==> config.mk <==
export PLATFORM = sky130hd
export DESIGN_NAME = operand_skew
export DESIGN_NICKNAME = d
export VERILOG_FILES = /design/src/design/systolic_pkg.sv /design/src/design/operand_skew.sv
export SDC_FILE = /design/constraint.sdc
export NUM_CORES = 1
export LEC_CHECK = 0
export ABC_AREA = 0
export BUFFER_PORTS_ARGS = -buffer_cell sky130_fd_sc_hd__buf_4
export CAP_MARGIN = 40
export CORE_UTILIZATION = 35
export DETAILED_ROUTE_END_ITERATION = 7
export HOLD_SLACK_MARGIN = 0.1
export PLACE_DENSITY_LB_ADDON = 0.15
export RECOVER_POWER = 50
export SLEW_MARGIN = 20
export SYNTH_ARGS = -nofsm -noshare
export SYNTH_HDL_FRONTEND = slang
export SYNTH_SLANG_ARGS = --single-unit
==> constraint.sdc <==
create_clock -name clk -period 29.8 [get_ports clk]
set_clock_uncertainty 0.05 [all_clocks]
set_input_delay 2.98 -clock clk [delete_from_list [all_inputs] [get_ports clk]]
set_output_delay 2.98 -clock clk [all_outputs]
set_load 0.02 [all_outputs]
==> src/design/systolic_pkg.sv <==
package systolic_pkg;

    // array edge, 5x5 only
    localparam int dim = 5;
    localparam int data_w = 32;

    // 5 feed + 8 skew/propagation + 1 margin
    localparam int compute_cycles = 14;

    typedef logic [data_w-1:0] data_t;

    // one column of A, one row of B or one row of C
    typedef data_t [dim-1:0] data_row_t;

    // broadcast to every PE, at most one bit set
    typedef struct packed {
        logic clr;
        logic read;
        logic write;
    } pe_ctrl_t;

    typedef enum logic [1:0] {
        idle,
        compute,
        read_out,
        drain
    } seq_state_t;

endpackage
==> src/design/operand_skew.sv <==
`timescale 1ns/1ps

module operand_skew import systolic_pkg::*; (
    input  logic      clk,
    input  logic      rst,
    input  logic      feed_en,
    input  data_row_t a_col,
    input  data_row_t b_row,
    output data_row_t a_skewed,
    output data_row_t b_skewed
);

    data_row_t a_q;
    data_row_t b_q;

    // input stage, zeros outside the feed window
    always_ff @(posedge clk or posedge rst) begin
        if (rst) begin
            a_q <= '0;
            b_q <= '0;
        end else begin
            a_q <= feed_en ? a_col : '0;
            b_q <= feed_en ? b_row : '0;
        end
    end

    for (genvar i = 0; i < dim; i++) begin : g_lane
        if (i == 0) begin : g_direct
            assign a_skewed[i] = a_q[i];
            assign b_skewed[i] = b_q[i];
        end else begin : g_delay
            // lane i waits i extra cycles
            data_t a_sr [i];
            data_t b_sr [i];

            always_ff @(posedge clk or posedge rst) begin
                if (rst) begin
                    for (int k = 0; k < i; k++) begin
                        a_sr[k] <= '0;
                        b_sr[k] <= '0;
                    end
                end else begin
                    a_sr[0] <= a_q[i];
                    b_sr[0] <= b_q[i];
                    for (int k = 1; k < i; k++) begin
                        a_sr[k] <= a_sr[k-1];
                        b_sr[k] <= b_sr[k-1];
                    end
                end
            end

            assign a_skewed[i] = a_sr[i-1];
            assign b_skewed[i] = b_sr[i-1];
        end
    end

endmodule

==> impl_metrics.env <==
export IMPL_post_route_min_period_ns=10.99
export IMPL_avgSynthCellArea_um2=17.90
export IMPL_slew_headroom=-3.545
export IMPL_yosys_warnings=0
export IMPL_path_buf_inv=8
export IMPL_crit_arrival_ns=11.76
export IMPL_viasPerCell=3.919
export IMPL_grt_pass1_vias=13990
export IMPL_clkPwrFrac=0.447
export IMPL_cellPowerDensity_mw_per_mm2=77.76
export IMPL_cp_required_ns=30.57
export IMPL_switchingPower_mw=0.6078
export IMPL_die_area_mm2=0.08152
export IMPL_tritoncts="done"
export IMPL_violations="capacitance limit, slew limit"
export IMPL_drt_first_pass_iters=4
export IMPL_hold_buffers=0
export IMPL_post_drt_wl_per_cell_um=17.92
export IMPL_power_ir_vdd_worst_mv=0.04356
export IMPL_gp_congestion=0.8282
export IMPL_grt_start_max_net_pins=181
export IMPL_root_buffer="clkbuf_16"
export IMPL_wl_mm=57.04
export IMPL_cp_cell_sequence="clkbuf_4, clkinvlp_2, clkbuf_1, clkbuf_1, clkbuf_1, buf_16, buf_4, buf_12"
export IMPL_cp_max_fo=133
export IMPL_synthCells=1572
export IMPL_cts_reportedPaths_clkPinSlew_ns=0.06
export IMPL_slowest_delay_ns=4.88
export IMPL_detailed_place_area_mm2=0.03246
export IMPL_cpMostUsedCell="clkbuf_1"
export IMPL_fin_crit_sh=0.3687
export IMPL_cts_max_level=3
export IMPL_power_frac_comb=0.055
export IMPL_critical_path_top_delay_family="buffers and inverters"
export IMPL_setup_tns_ns=0
export IMPL_hp_class="reg2reg"
export IMPL_place_detailed_hpwl_mm=39.47
export IMPL_ys_types=8
export IMPL_outcome="finished, violations left"
export IMPL_cts_sinks=960
export IMPL_rows=103
export IMPL_final_cells=3183
export IMPL_postCtsResizedCells=0
export IMPL_nNetsFinal=2370
export IMPL_fmaxAchievable_ghz=0.09100
export IMPL_portBuffers=642
export IMPL_rsz0062_at_grt="no"
export IMPL_drt_iter0_markers=503
export IMPL_via_count=12470
export IMPL_syn_nets=1895
export IMPL_utilization=0.4523
export IMPL_layout_common_cells="960 x dfrtp_1, 645 x buf_4, 172 x and2_0, 148 x and2_1, 100 x clkbuf_16"
export IMPL_die_h_um=285.5
export IMPL_setup_ws_ns=18.81
export IMPL_tightest_slew_ns=6.817
export IMPL_hold_viol=0
export IMPL_critPathLaunchType="input pin"
export IMPL_grt_ovfl_total=0
export IMPL_pre_cts_ws_ns=23.96
export IMPL_syn_area_mm2=0.02813
export IMPL_start_util=0.3549
export IMPL_ys_ff_latch=960
export IMPL_end_kind="asynchronous set/reset pin"
export IMPL_coreArea_mm2=0.07926
export IMPL_p_int_mw=2.180
export IMPL_postRouteAntennaNets=0
export IMPL_finalHoldWorstSlack_ns=0.2810
export IMPL_route_detailed_drc=0
export IMPL_drv_cap=5
export IMPL_p_leak_nw=18.08
export IMPL_seq_power_share=0.498
export IMPL_drive_gt1_frac=0.3856
export IMPL_drv_slew=470
export IMPL_cts_buffers=99
export IMPL_grt_pass1_wl_mm=86.05
export IMPL_num_io_pins=643
export IMPL_finalSetupViolCount=0
export IMPL_place_inst=2992
export IMPL_final_area_mm2=0.03585
export IMPL_cts_max_path_buffers=3
export IMPL_swShare=0.2181
export IMPL_clkLatencyLatePin_ns=0.63
export IMPL_area_growth_pct=27.43
export IMPL_grt_usage=0.1413
export IMPL_worstSetupPathType="in2async"
export IMPL_power_mw=2.787
export IMPL_synth_yosys_seq_area_share=0.8539
export IMPL_cpMaxStageDelayCell="clkbuf_1"
export IMPL_grt_antenna_before_repair=12
export IMPL_dieWidth_um=285.5
export IMPL_final_common_cell="dfrtp_1"
export IMPL_cts_setup_buffers=0
==> power by group through the flow <==
stage	combinational (mW)	clock, mW	sequential [mW]
after detailed placement	0.158	0	1.41
after global placement	0.153	0	1.41
after floorplan	0.0875	0	1.42
after global routing	0.168	1.34	1.39
after CTS	0.158	1.29	1.39
final	0.153	1.25	1.39
==> cell type report <==
cell class / instances / area (um2)
fillers: 7040 / 43410
flip-flops and latches: 960 / 24020
repair buffers: 665 / 5112
clock buffers: 138 / 2845
multi-input cells: 320 / 2002
well taps: 1050 / 1314
clock inverters: 45 / 536.8
diodes: 4 / 10.01
inverters: 1 / 5.005
==> registers in the layout, indices dropped and copies added (netlist names) <==
signal / flops
b_q: 128
a_skewed: 128
g_lane.g_delay.b_sr: 224
g_lane.g_delay.a_sr: 224
b_skewed: 128
a_q: 128
==> cell usage after synthesis, drive strengths merged <==
| cell | instances | area (um2) |
|---|---|---|
| clkbuf | 34 | 176.4 |
| buf | 257 | 1927 |
| and2 | 320 | 2002 |
| dfrtp | 960 | 24020 |
| inv | 1 | 3.750 |
==> path summary, 6_finish.rpt <==
kind	from	endpoint	slack, ns	cells after the start
max in group clk	feed_en	a_q[58]	20.81	4
hold reg to reg	g_lane[3].g_delay.b_sr[43]	b_skewed[107]	0.28	0
min in group asynchronous	rst	b_q[38]	3.22	3
hold / removal	g_lane[3].g_delay.b_sr[43]	b_skewed[107]	0.28	0
setup / recovery	rst	g_lane[3].g_delay.a_sr[36]	18.81	8
setup reg to reg	g_lane[4].g_delay.a_sr[124]	g_lane[4].g_delay.a_sr[92]	29.22	0
==> routing by layer <==
metal	share of wire	wire length, um	global-route usage	up-vias
met4	0.030	1711	0.05281	12
met1	0.36	20410	0.1576	6391
met5	0.0014	82	0	-
met3	0.093	5300	0.05981	125
li1	-	-	-	5493
met2	0.52	29530	0.2400	452
==> logic make-up (layout without fill, tap and decap cells) <==
logic type	count (synthesis)	in the layout	synth area share
DFF	960	960	0.8539
buffers and inverters	292	849	0.07490
other	0	4	0
and+or+nand+nor	320	320	0.07116
Power figures use the tool's default switching activity.
