`src/design/systolic_pkg.sv`:
```
package systolic_pkg;

    // array edge, 5x5 only
    localparam int dim = 5;
    localparam int data_w = 32;

    // 5 feed + 8 skew/propagation + 1 margin
    localparam int compute_cycles = 14;

    typedef logic [data_w-1:0] data_t;

    // one column of A, one row of B or one row of C
    typedef data_t [dim-1:0] data_row_t;

    // broadcast to every PE, at most one bit set
    typedef struct packed {
        logic clr;
        logic read;
        logic write;
    } pe_ctrl_t;

    typedef enum logic [1:0] {
        idle,
        compute,
        read_out,
        drain
    } seq_state_t;

endpackage
```
`src/design/array_sequencer.sv`:
```
`timescale 1ns/1ps

module array_sequencer import systolic_pkg::*; (
    input  logic     clk,
    input  logic     rst,
    input  logic     start,
    output logic     feed_en,
    output logic     c_valid,
    output logic     done,
    output pe_ctrl_t pe_ctrl
);

    seq_state_t state;
    logic [3:0] cycle_cnt;

    always_ff @(posedge clk or posedge rst) begin
        if (rst) begin
            state     <= idle;
            cycle_cnt <= '0;
            done      <= 1'b0;
        end else begin
            done <= 1'b0;
            case (state)
                idle: begin
                    if (start) begin
                        state     <= compute;
                        cycle_cnt <= '0;
                    end
                end
                compute: begin
                    if (cycle_cnt == 4'(compute_cycles - 1)) begin
                        state     <= read_out;
                        cycle_cnt <= '0;
                    end else begin
                        cycle_cnt <= cycle_cnt + 4'd1;
                    end
                end
                read_out: begin
                    state     <= drain;
                    cycle_cnt <= '0;
                end
                drain: begin
                    if (cycle_cnt == 4'(dim - 1)) begin
                        state <= idle;
                        done  <= 1'b1;
                    end else begin
                        cycle_cnt <= cycle_cnt + 4'd1;
                    end
                end
                default: state <= idle;
            endcase
        end
    end

    // first dim compute cycles carry operand slices
    assign feed_en = (state == compute) && (cycle_cnt < 4'(dim));

    // B outputs hold results once the read edge has passed
    assign c_valid = (state == drain);

    always_comb begin
        pe_ctrl       = '0;
        pe_ctrl.clr   = (state == idle);
        pe_ctrl.read  = (state == read_out);
        pe_ctrl.write = (state == drain);
    end

    // valid window is dim cycles long, done right after it
    assert property (@(posedge clk) disable iff (rst)
        $rose(c_valid) |-> ##dim (!c_valid && done))
    else $error("array_sequencer: c_valid window or done pulse misplaced");

    // a fresh run would show as compute with a zero count
    assert property (@(posedge clk) disable iff (rst)
        (start && state != idle) |=> !(state == compute && cycle_cnt == '0))
    else $error("array_sequencer: start restarted a run in progress");

endmodule

```
`config.mk`:
```
export PLATFORM = sky130hd
export DESIGN_NAME = array_sequencer
export DESIGN_NICKNAME = d
export VERILOG_FILES = /design/src/design/systolic_pkg.sv /design/src/design/array_sequencer.sv
export SDC_FILE = /design/constraint.sdc
export NUM_CORES = 1
export LEC_CHECK = 0
export ABC_AREA = 0
export BUFFER_PORTS_ARGS = -buffer_cell sky130_fd_sc_hd__buf_2
export CAP_MARGIN = 10
export CORE_AREA = 5 5 42 44
export DETAILED_ROUTE_END_ITERATION = 8
export DIE_AREA = 0 0 47 49
export GPL_TIMING_DRIVEN = 1
export SYNTH_ARGS = -nofsm -noshare
export SYNTH_HDL_FRONTEND = slang
export SYNTH_SLANG_ARGS = --single-unit
```
`constraint.sdc`:
```
create_clock -name clk -period 2.5 [get_ports clk]
set_input_delay 0 -clock clk [delete_from_list [all_inputs] [get_ports clk]]
set_output_delay 0 -clock clk [all_outputs]
set_load 0.1 [all_outputs]
```
==> impl_metrics.yaml, run 1 <==
outcome:
  status: "complete, no violations"
finish:
  fin_cells: 75
  area_growth_pct: 16.2
  diodes: 0
  fin_util_pct: 40.4
  drive_above_1_share_pct: 22.0
  nets: 71
cts:
  cts_root_buffer: "clkbuf_4"
  cts.sinks: 7
  h-tree-depth: 1
  post_cts_buffers: 0
  cts.path.max_buffers: 2
  clk_latency_ps: 250
  cts_resized: 0
  path_clk_slew_ps: 50
  hold_buffers: 1
  cts_tree: "done"
  cts_buffers: 3
timing:
  slew_headroom_pct: 62.8
  clock-skew-final_ps: 7.72
  rsz0062_at_grt: "no"
  finalSetupViolCount: 0
  period_share_pct: 71.0
  tightest_slew_ps: 557
  timing.fmax_mhz: 564
  setup_tns_ps: 0
  slew_violations: 0
  hold_viol_final: 0
  hold_slack_ps: 216
  period_needed_ps: 1770
global_route:
  grt_max_degree: 11
  antenna_found_initial: 0
  grt_pass1_vias: 349
  grtUsageTotal_pct: 8.65
  grt_pass1_wl_mm: 1.44
  grt_remaining_overflow: 0
yosys:
  async_flop_share_pct: 100
  syn_nets: 60
  synth_edf_count: 0
  ys_seq_elements: 7
  synth_fa_ha_area_share_pct: 20.6
  postSynthCellCount: 49
  synth.area.top_cells: "dfrtp_1 36%, ha_1 21%, inv_1 5.4%"
  synth-simple-area-share_pct: 14.7
  synthXorXnorAreaFrac_pct: 0
  synth_mux_area_share_pct: 4.37
  syn_area_um2: 487
  syn_area_per_cell_um2: 9.93
  synth_top_family_by_area: "adder cells"
  yosysTopAreaCell: "dfrtp_1"
  ys_types: 22
  synth-compound-area-share_pct: 14.4
  yosys_warnings: 0
  synthFlopType: "dfrtp_1"
  synth_top_area_share_pct: 36.0
  synth-seq-area-share_pct: 36.0
placed_design:
  gp_congestion: 0.642
  dp_hpwl_um: 662
  dp.cells: 70
  portBuffers: 8
critical_path:
  cp.arrival_ps: 1910
  critPathLaunchType: "flop"
  crit_path_max_fanout: 10
  crit_path_end_kind: "flop"
  crit_required_ps: 2630
  crit_slowest_cell: "a221oi_1"
  critPathMaxStageDelay_ps: 390
  cp_cell_sequence: "inv_1 -> ha_1 -> nor2b_1 -> a221oi_1 -> mux2_2"
  worstSetupPathType: "flop to flop"
drt:
  vias: 378
  ant_nets: 0
  drt_iter0_drc: 2
  drc: 0
  wire_per_inst_um: 11.4
  drt_pass1_iterations: 4
  drt_wl_total_um: 856
  via_per_inst: 5.04
die:
  fp-row-count: 14
  dieArea_um2: 2300
  fp.coreArea_um2: 1400
  die-height_um: 49
  start_util_pct: 34.7
  ios: 9
  die_w_um: 47
job:
  maxCapViolCount: 0
min_path:
  hold_path_class: "input port to asynchronous set/reset pin"
[cells in the mapped netlist (all sizes together), types with 2 or more instances]
cell type,count
nor2b,2
inv,7
dfrtp,7
or3,2
a21oi,3
buf,2
ha,8
o31ai,2
nand3,2
o21ai,3
[final timing paths]
kind	startpoint	to	cells past startpoint	slack, ps
max in group asynchronous	rst	cycle_cnt[1]	3	2070
min reg2reg	state[1]	state[1]	1	570
max reg2reg	state[0]	state[1]	5	730
min	rst	state[1]	3	220
max	state[0]	state[1]	5	730
min in group clk	start	cycle_cnt[0]	4	260
[registers in the layout (all words and copies together), names as in the netlist]
| register | flops |
|---|---|
| done | 1 |
| cycle_cnt | 4 |
| state | 2 |
[per-stage QoR]
step | cell area, um^2 | setup WS, ps
after floorplan | 492 | 203
after global placement | 529 | 769
after detailed placement | 529 | 736
after CTS | 566 | 713
after global routing | 566 | 589
final | 566 | 726
[cell type report]
cell class	instances	area, um^2
flip-flops and latches	7	175
repair buffers	9	50.0
well taps	16	20.0
clock buffers	4	26.3
multi-input cells	32	268
inverters	7	26.3
fillers	149	836
[cell usage in the layout, fill, tap and decap left out, drive strengths merged]
master       n
inv          7
or4          1
dfrtp        7
buf          8
mux2i        1
clkbuf       4
and4b        1
nor2         1
nand3        2
a221oi       1
nor3b        1
or3          2
mux2         1
ha           8
a21oi        3
nand3b       1
o31ai        2
a211oi       1
o41ai        1
dlygate4sd3  1
nor2b        2
o21ai        3
[per-layer routing]
metal / vias up / track usage [%] / share of wire, % / wire (um)
met5: - / 0 / 0 / 0
met4: 0 / 5.53 / 0 / 0
met3: 0 / 2.21 / 6.4 / 55
met2: 11 / 11.3 / 48 / 410
met1: 173 / 12.1 / 46 / 390
li1: 194 / - / - / -
[cell families after synthesis]
kind of cell,after synthesis
flip-flops,7
adder cells (fa/ha/maj),8
multiplexers,2
AND/OR/NAND/NOR,11
buffers and inverters,10
AO/OA/AOI/OAI,11
[worst max-delay path, delay by kind of cell, from the launching register on]
| kind | cells | cell delay, ps |
|---|---|---|
| AOI/OAI and AO/OA | 1 | 390 |
| DFF | 1 | 370 |
| buffers and inverters | 1 | 90 |
| and+or+nand+nor | 1 | 220 |
| muxes | 1 | 390 |
| adders and majority gates | 1 | 210 |
Power of run 1 is not shown: default switching activity piles up to over one toggle a cycle in this logic, so the estimate is an artifact.
==> inputs of run 2 (changes only) <==
- ABC_AREA: 0 -> 1
- clock period: 2.5 -> 1.67 ns (I/O delays scaled with it)
==> run 2 against run 1 <==
Compared with the run above: clock skew decreased by 2.0 ps; sequential cell count did not move; via count increased by 9.3%; worst setup slack got worse by 600 ps; sequential share of layout area is 1.5 points lower; first-iteration DRC count increased by 100%; hold slack better by 0.57 ps; area after synthesis grew 2.8%.
==> impl_metrics.yaml, run 2 <==
drt:
  drt_wl_total_um: 904
  ant_nets: 0
  drt_iter0_drc: 4
  vias: 413
  drc: 0
  via_per_inst: 4.35
  wire_per_inst_um: 9.52
  drt_pass1_iterations: 4
job:
  maxCapViolCount: 0
timing:
  hold_viol_final: 0
  finalSetupViolCount: 0
  setup_tns_ps: 0
  slew_violations: 0
  period_needed_ps: 1550
  period_share_pct: 92.6
  hold_slack_ps: 216
  timing.fmax_mhz: 647
  slew_headroom_pct: 67.9
  clock-skew-final_ps: 5.72
  rsz0062_at_grt: "no"
  tightest_slew_ps: 485
yosys:
  synth_top_area_share_pct: 35.0
  synthFlopType: "dfrtp_1"
  synth_most_common_cell: "nand2_1"
  synth.area.top_cells: "dfrtp_1 35%, ha_1 20%, nand2_1 15%"
  synth_edf_count: 0
  syn_area_per_cell_um2: 7.47
  async_flop_share_pct: 100
  synthTopCellsByCount: "20 x nand2_1, 14 x inv_1, 8 x ha_1, 8 x nand3_1, 7 x dfrtp_1"
  syn_area_um2: 500
  yosys_warnings: 0
  ys_types: 10
  syn_nets: 78
  yosysTopAreaCell: "dfrtp_1"
  synth-seq-area-share_pct: 35.0
  ys_seq_elements: 7
  postSynthCellCount: 67
finish:
  nets: 91
  diodes: 0
  nFillCells: 168
  largest_reg_flops: 4
  drive_above_1_share_pct: 16.5
  top_regs: "cycle_cnt: 4 flops, state: 2 flops, done: 1 flops"
  area_growth_pct: 18.8
  multi_input_area_um2: 270
  layout_commonest_cell: "nand2_1"
  regMostFlops: "cycle_cnt"
  ff_latch_area_um2: 175
  final_cell_mix: "20 x nand2_1, 14 x inv_1, 8 x nand3_1, 8 x buf_2, 7 x dfrtp_1"
critical_path:
  crit_path_max_fanout: 4
  cp.arrival_ps: 1550
  crit_required_ps: 1670
  worstSetupPathType: "flop to primary output"
  critPathLaunchType: "flop"
  crit_path_end_kind: "primary output"
global_route:
  grt_pass1_wl_mm: 1.65
  grtUsageMet3_pct: 2.21
  grt_use_met1_pct: 13.5
  grt_pass1_vias: 417
  busiest_layer: "met1"
  grt_remaining_overflow: 0
  antenna_found_initial: 0
  grtUsageTotal_pct: 9.73
  grtUsageMet2_pct: 13.3
  grt_max_degree: 8
placed_design:
  gp_congestion: 0.833
  portBuffers: 8
  dp_hpwl_um: 734
cts:
  cts_resized: 0
  h-tree-depth: 1
  post_cts_buffers: 0
  clk_latency_ps: 240
  cts_root_buffer: "clkbuf_4"
  cts_buffers: 3
  hold_buffers: 1
  path_clk_slew_ps: 50
  cts.path.max_buffers: 2
  cts.sinks: 7
  cts_tree: "done"
min_path:
  hold_path_class: "input port to asynchronous set/reset pin"
die:
  dieArea_um2: 2300
  start_util_pct: 35.7
  fp.coreArea_um2: 1400
  fp-row-count: 14
  die-height_um: 49
  die_w_um: 47
  ios: 9
outcome:
  status: "complete, no violations"
run 2: changes by cell type in the layout (fill, tap and decap cells not counted), sizes merged, moves of 2 or more:
cell	previous run	this run
inv	7	14
or3	2	0
nand2	0	20
nand4	0	3
nand3	2	8
a21oi	3	0
nor2b	2	0
o31ai	2	0
nor2	1	3
run 2: metrics by stage:
stage / std cells / setup slack [ps] / cell area [um^2] / util, %
2_1_floorplan: 67 / 19.8 / 505 / -
3_3_place_gp: 90 / 356 / 558 / 39.8
3_5_place_dp: 90 / 320 / 558 / 39.8
4_1_cts: 95 / 104 / 594 / 42.4
5_1_grt: 95 / 19.4 / 594 / 42.4
6_report: 95 / 124 / 594 / 42.4
run 2: routing by layer:
metal,wire (um),vias up,share of wire [%]
li1,-,234,-
met1,478,173,53
met2,389,6,43
met3,36,0,4.0
met4,0,0,0
met5,0,-,0
run 2: path summary, 6_finish.rpt:
| check | from | end | slack (ps) | cells after the start |
|---|---|---|---|---|
| worst min register to register | cycle_cnt[1] | cycle_cnt[1] | 550 | 2 |
| worst max register to register | cycle_cnt[0] | cycle_cnt[0] | 310 | 7 |
| worst min-delay path | rst | done | 220 | 3 |
| max in group asynchronous | rst | cycle_cnt[2] | 1240 | 3 |
| worst max-delay path | state[1] | feed_en | 120 | 4 |
| min in group clk | start | cycle_cnt[3] | 220 | 6 |
run 2: critical path: stages (launching register included):
cell and delay (ps):
dfrtp_1 410, inv_1 120, ha_1 200, o211a_1 160
buf_2 420
run 2: logic make-up (layout without fill, tap and decap cells):
family,Yosys count,after routing,synth area share (%)
AOI/OAI and AO/OA,3,3,4.00
and+or+nand+nor,34,34,29.0
buffers and inverters,15,27,12.0
DFF,7,7,35.0
adders and majority gates,8,8,20.0
run 2: cell type report:
cell class                 count  share of cell area [%]
clock buffer                   4                    4.42
inverter                      14                    8.84
multi-input combinational     45                    45.5
sequential                     7                    29.5
tap                           16                    3.37
timing repair buffer           9                    8.42
Power of run 2 is left out for the same reason.
==> inputs of run 3 (changes only) <==
- ABC_AREA: 1 -> default
- SKIP_CTS_REPAIR_TIMING: default -> 1
==> run 3 against run 2 <==
Compared with the run above: wire length rose by 3.5%; clock-buffer cell count did not move; sequential share of layout area fell by 2.9 points; via count fell by 3.6%; sequential cell count did not move; first-iteration DRC count rose by 75%; critical path depth rose by 1; cell count fell by 16%; largest cell class unchanged.
==> impl_metrics.yaml, run 3 (same netlist as run 1, synthesis figures left out) <==
outcome:
  status: "complete, no violations"
critical_path:
  crit_required_ps: 1850
  r2r_start: "state[0]"
  critPathLaunchType: "flop"
  cp.arrival_ps: 1760
  crit_path_end_kind: "flop"
  crit_path_max_fanout: 4
  cp_cell_sequence: "inv_2 -> ha_4 -> nor2b_1 -> or4_1 -> a21oi_2"
  crit_slowest_cell: "or4_1"
  critPathMaxStageDelay_ps: 530
  cp_top_family: "simple AND/OR/NAND/NOR gates"
  critPathLaunch: "state[0]"
  crit_buf_inv: 1
  worstSetupPathType: "flop to flop"
timing:
  layout_setup_ws_ps: 94.3
  timing.fmax_mhz: 635
  slew_headroom_pct: 67.3
  rsz0062_at_grt: "no"
  setup_tns_ps: 0
  hold_viol_final: 0
  tightest_slew_ps: 494
  period_needed_ps: 1580
  clock-skew-final_ps: 0.463
  slew_violations: 0
  finalSetupViolCount: 0
  period_share_pct: 94.4
die:
  fp-row-count: 14
  die-height_um: 49
  ios: 9
  die_w_um: 47
  fp.coreArea_um2: 1400
  start_util_pct: 34.7
  dieArea_um2: 2300
finish:
  area_growth_pct: 36.2
  final_area_um2: 663
  largest_reg_flops: 4
  ff_latch_area_um2: 176
  layout_commonest_cell: "buf_2"
  final_cell_mix: "7 x buf_2, 6 x dfrtp_1, 5 x inv_1, 5 x ha_1, 5 x buf_4"
  regMostFlops: "cycle_cnt"
  nets: 76
  nFillCells: 146
  diodes: 0
  drive_above_1_share_pct: 40.6
  multi_input_area_um2: 312
  top_regs: "cycle_cnt: 4 flops, state: 2 flops, done: 1 flops"
cts:
  h-tree-depth: 1
  cts_buffers: 3
  cts.path.max_buffers: 2
  path_clk_slew_ps: 50
  cts.sinks: 7
  clk_latency_ps: 250
  cts_tree: "done"
  cts_root_buffer: "clkbuf_4"
drt:
  ant_nets: 0
  drc: 0
  via_per_inst: 4.98
  drt_pass1_iterations: 2
  wire_per_inst_um: 11.7
  drt_iter0_drc: 7
  vias: 398
  drt_wl_total_um: 936
global_route:
  grt_pass1_vias: 375
  grt_remaining_overflow: 0
  grtUsageTotal_pct: 10.1
  antenna_found_initial: 0
  grt_pass1_wl_mm: 1.68
  grt_max_degree: 8
placed_design:
  dp_hpwl_um: 736
  gp_congestion: 0.697
  dpl_cell_area_um2: 597
  place_ws_ps: 35.5
  portBuffers: 8
job:
  maxCapViolCount: 0
min_path:
  hold_path_class: "input port to asynchronous set/reset pin"
[run 3: changes by cell type in the layout (fill, tap and decap cells not counted), sizes merged, moves of 2 or more]
cell / previous run / this run
buf: 8 / 13
nand2: 20 / 0
or3: 0 / 2
nor2: 3 / 1
o31ai: 0 / 2
nand4: 3 / 0
inv: 14 / 7
a21oi: 0 / 3
nor2b: 0 / 2
nand3: 8 / 2
[run 3: worst paths after layout]
| kind | slack [ps] | end | depth (start not counted) |
|---|---|---|---|
| max | 90 | cycle_cnt[3] | 5 |
| min | 220 | cycle_cnt[1] | 3 |
| max reg2reg | 90 | cycle_cnt[3] | 5 |
| min reg2reg | 560 | cycle_cnt[1] | 2 |
| max in group asynchronous | 1220 | state[1] | 3 |
| min in group clk | 300 | cycle_cnt[0] | 5 |
[run 3: worst min-delay path, delay by kind of cell]
family / cells / cell delay (ps)
buf+inv: 3 / 850
[run 3: per-layer routing]
| metal | GRT usage (%) | wire length, um |
|---|---|---|
| met5 | 0 | 0 |
| met1 | 12.8 | 389 |
| met2 | 14.5 | 483 |
| met4 | 5.53 | 19 |
| met3 | 3.32 | 43 |
[run 3: cell type report]
cell class,count,share of cell area (%)
Inverter,7,3.96
Sequential cell,7,26.6
Tap cell,16,3.02
Clock buffer,4,3.96
Timing Repair Buffer,14,15.5
Multi-Input combinational cell,32,47.0
[run 3: through the flow]
stage | std cells | hold WS [ps] | utilization (%)
floorplan | 49 | -197 | -
global placement | 72 | -62.6 | 42.6
detailed placement | 72 | -55.2 | 42.6
CTS | 76 | -327 | 44.5
global route | 80 | 260 | 47.3
finish | 80 | 216 | 47.3
Power of run 3 is left out for the same reason.
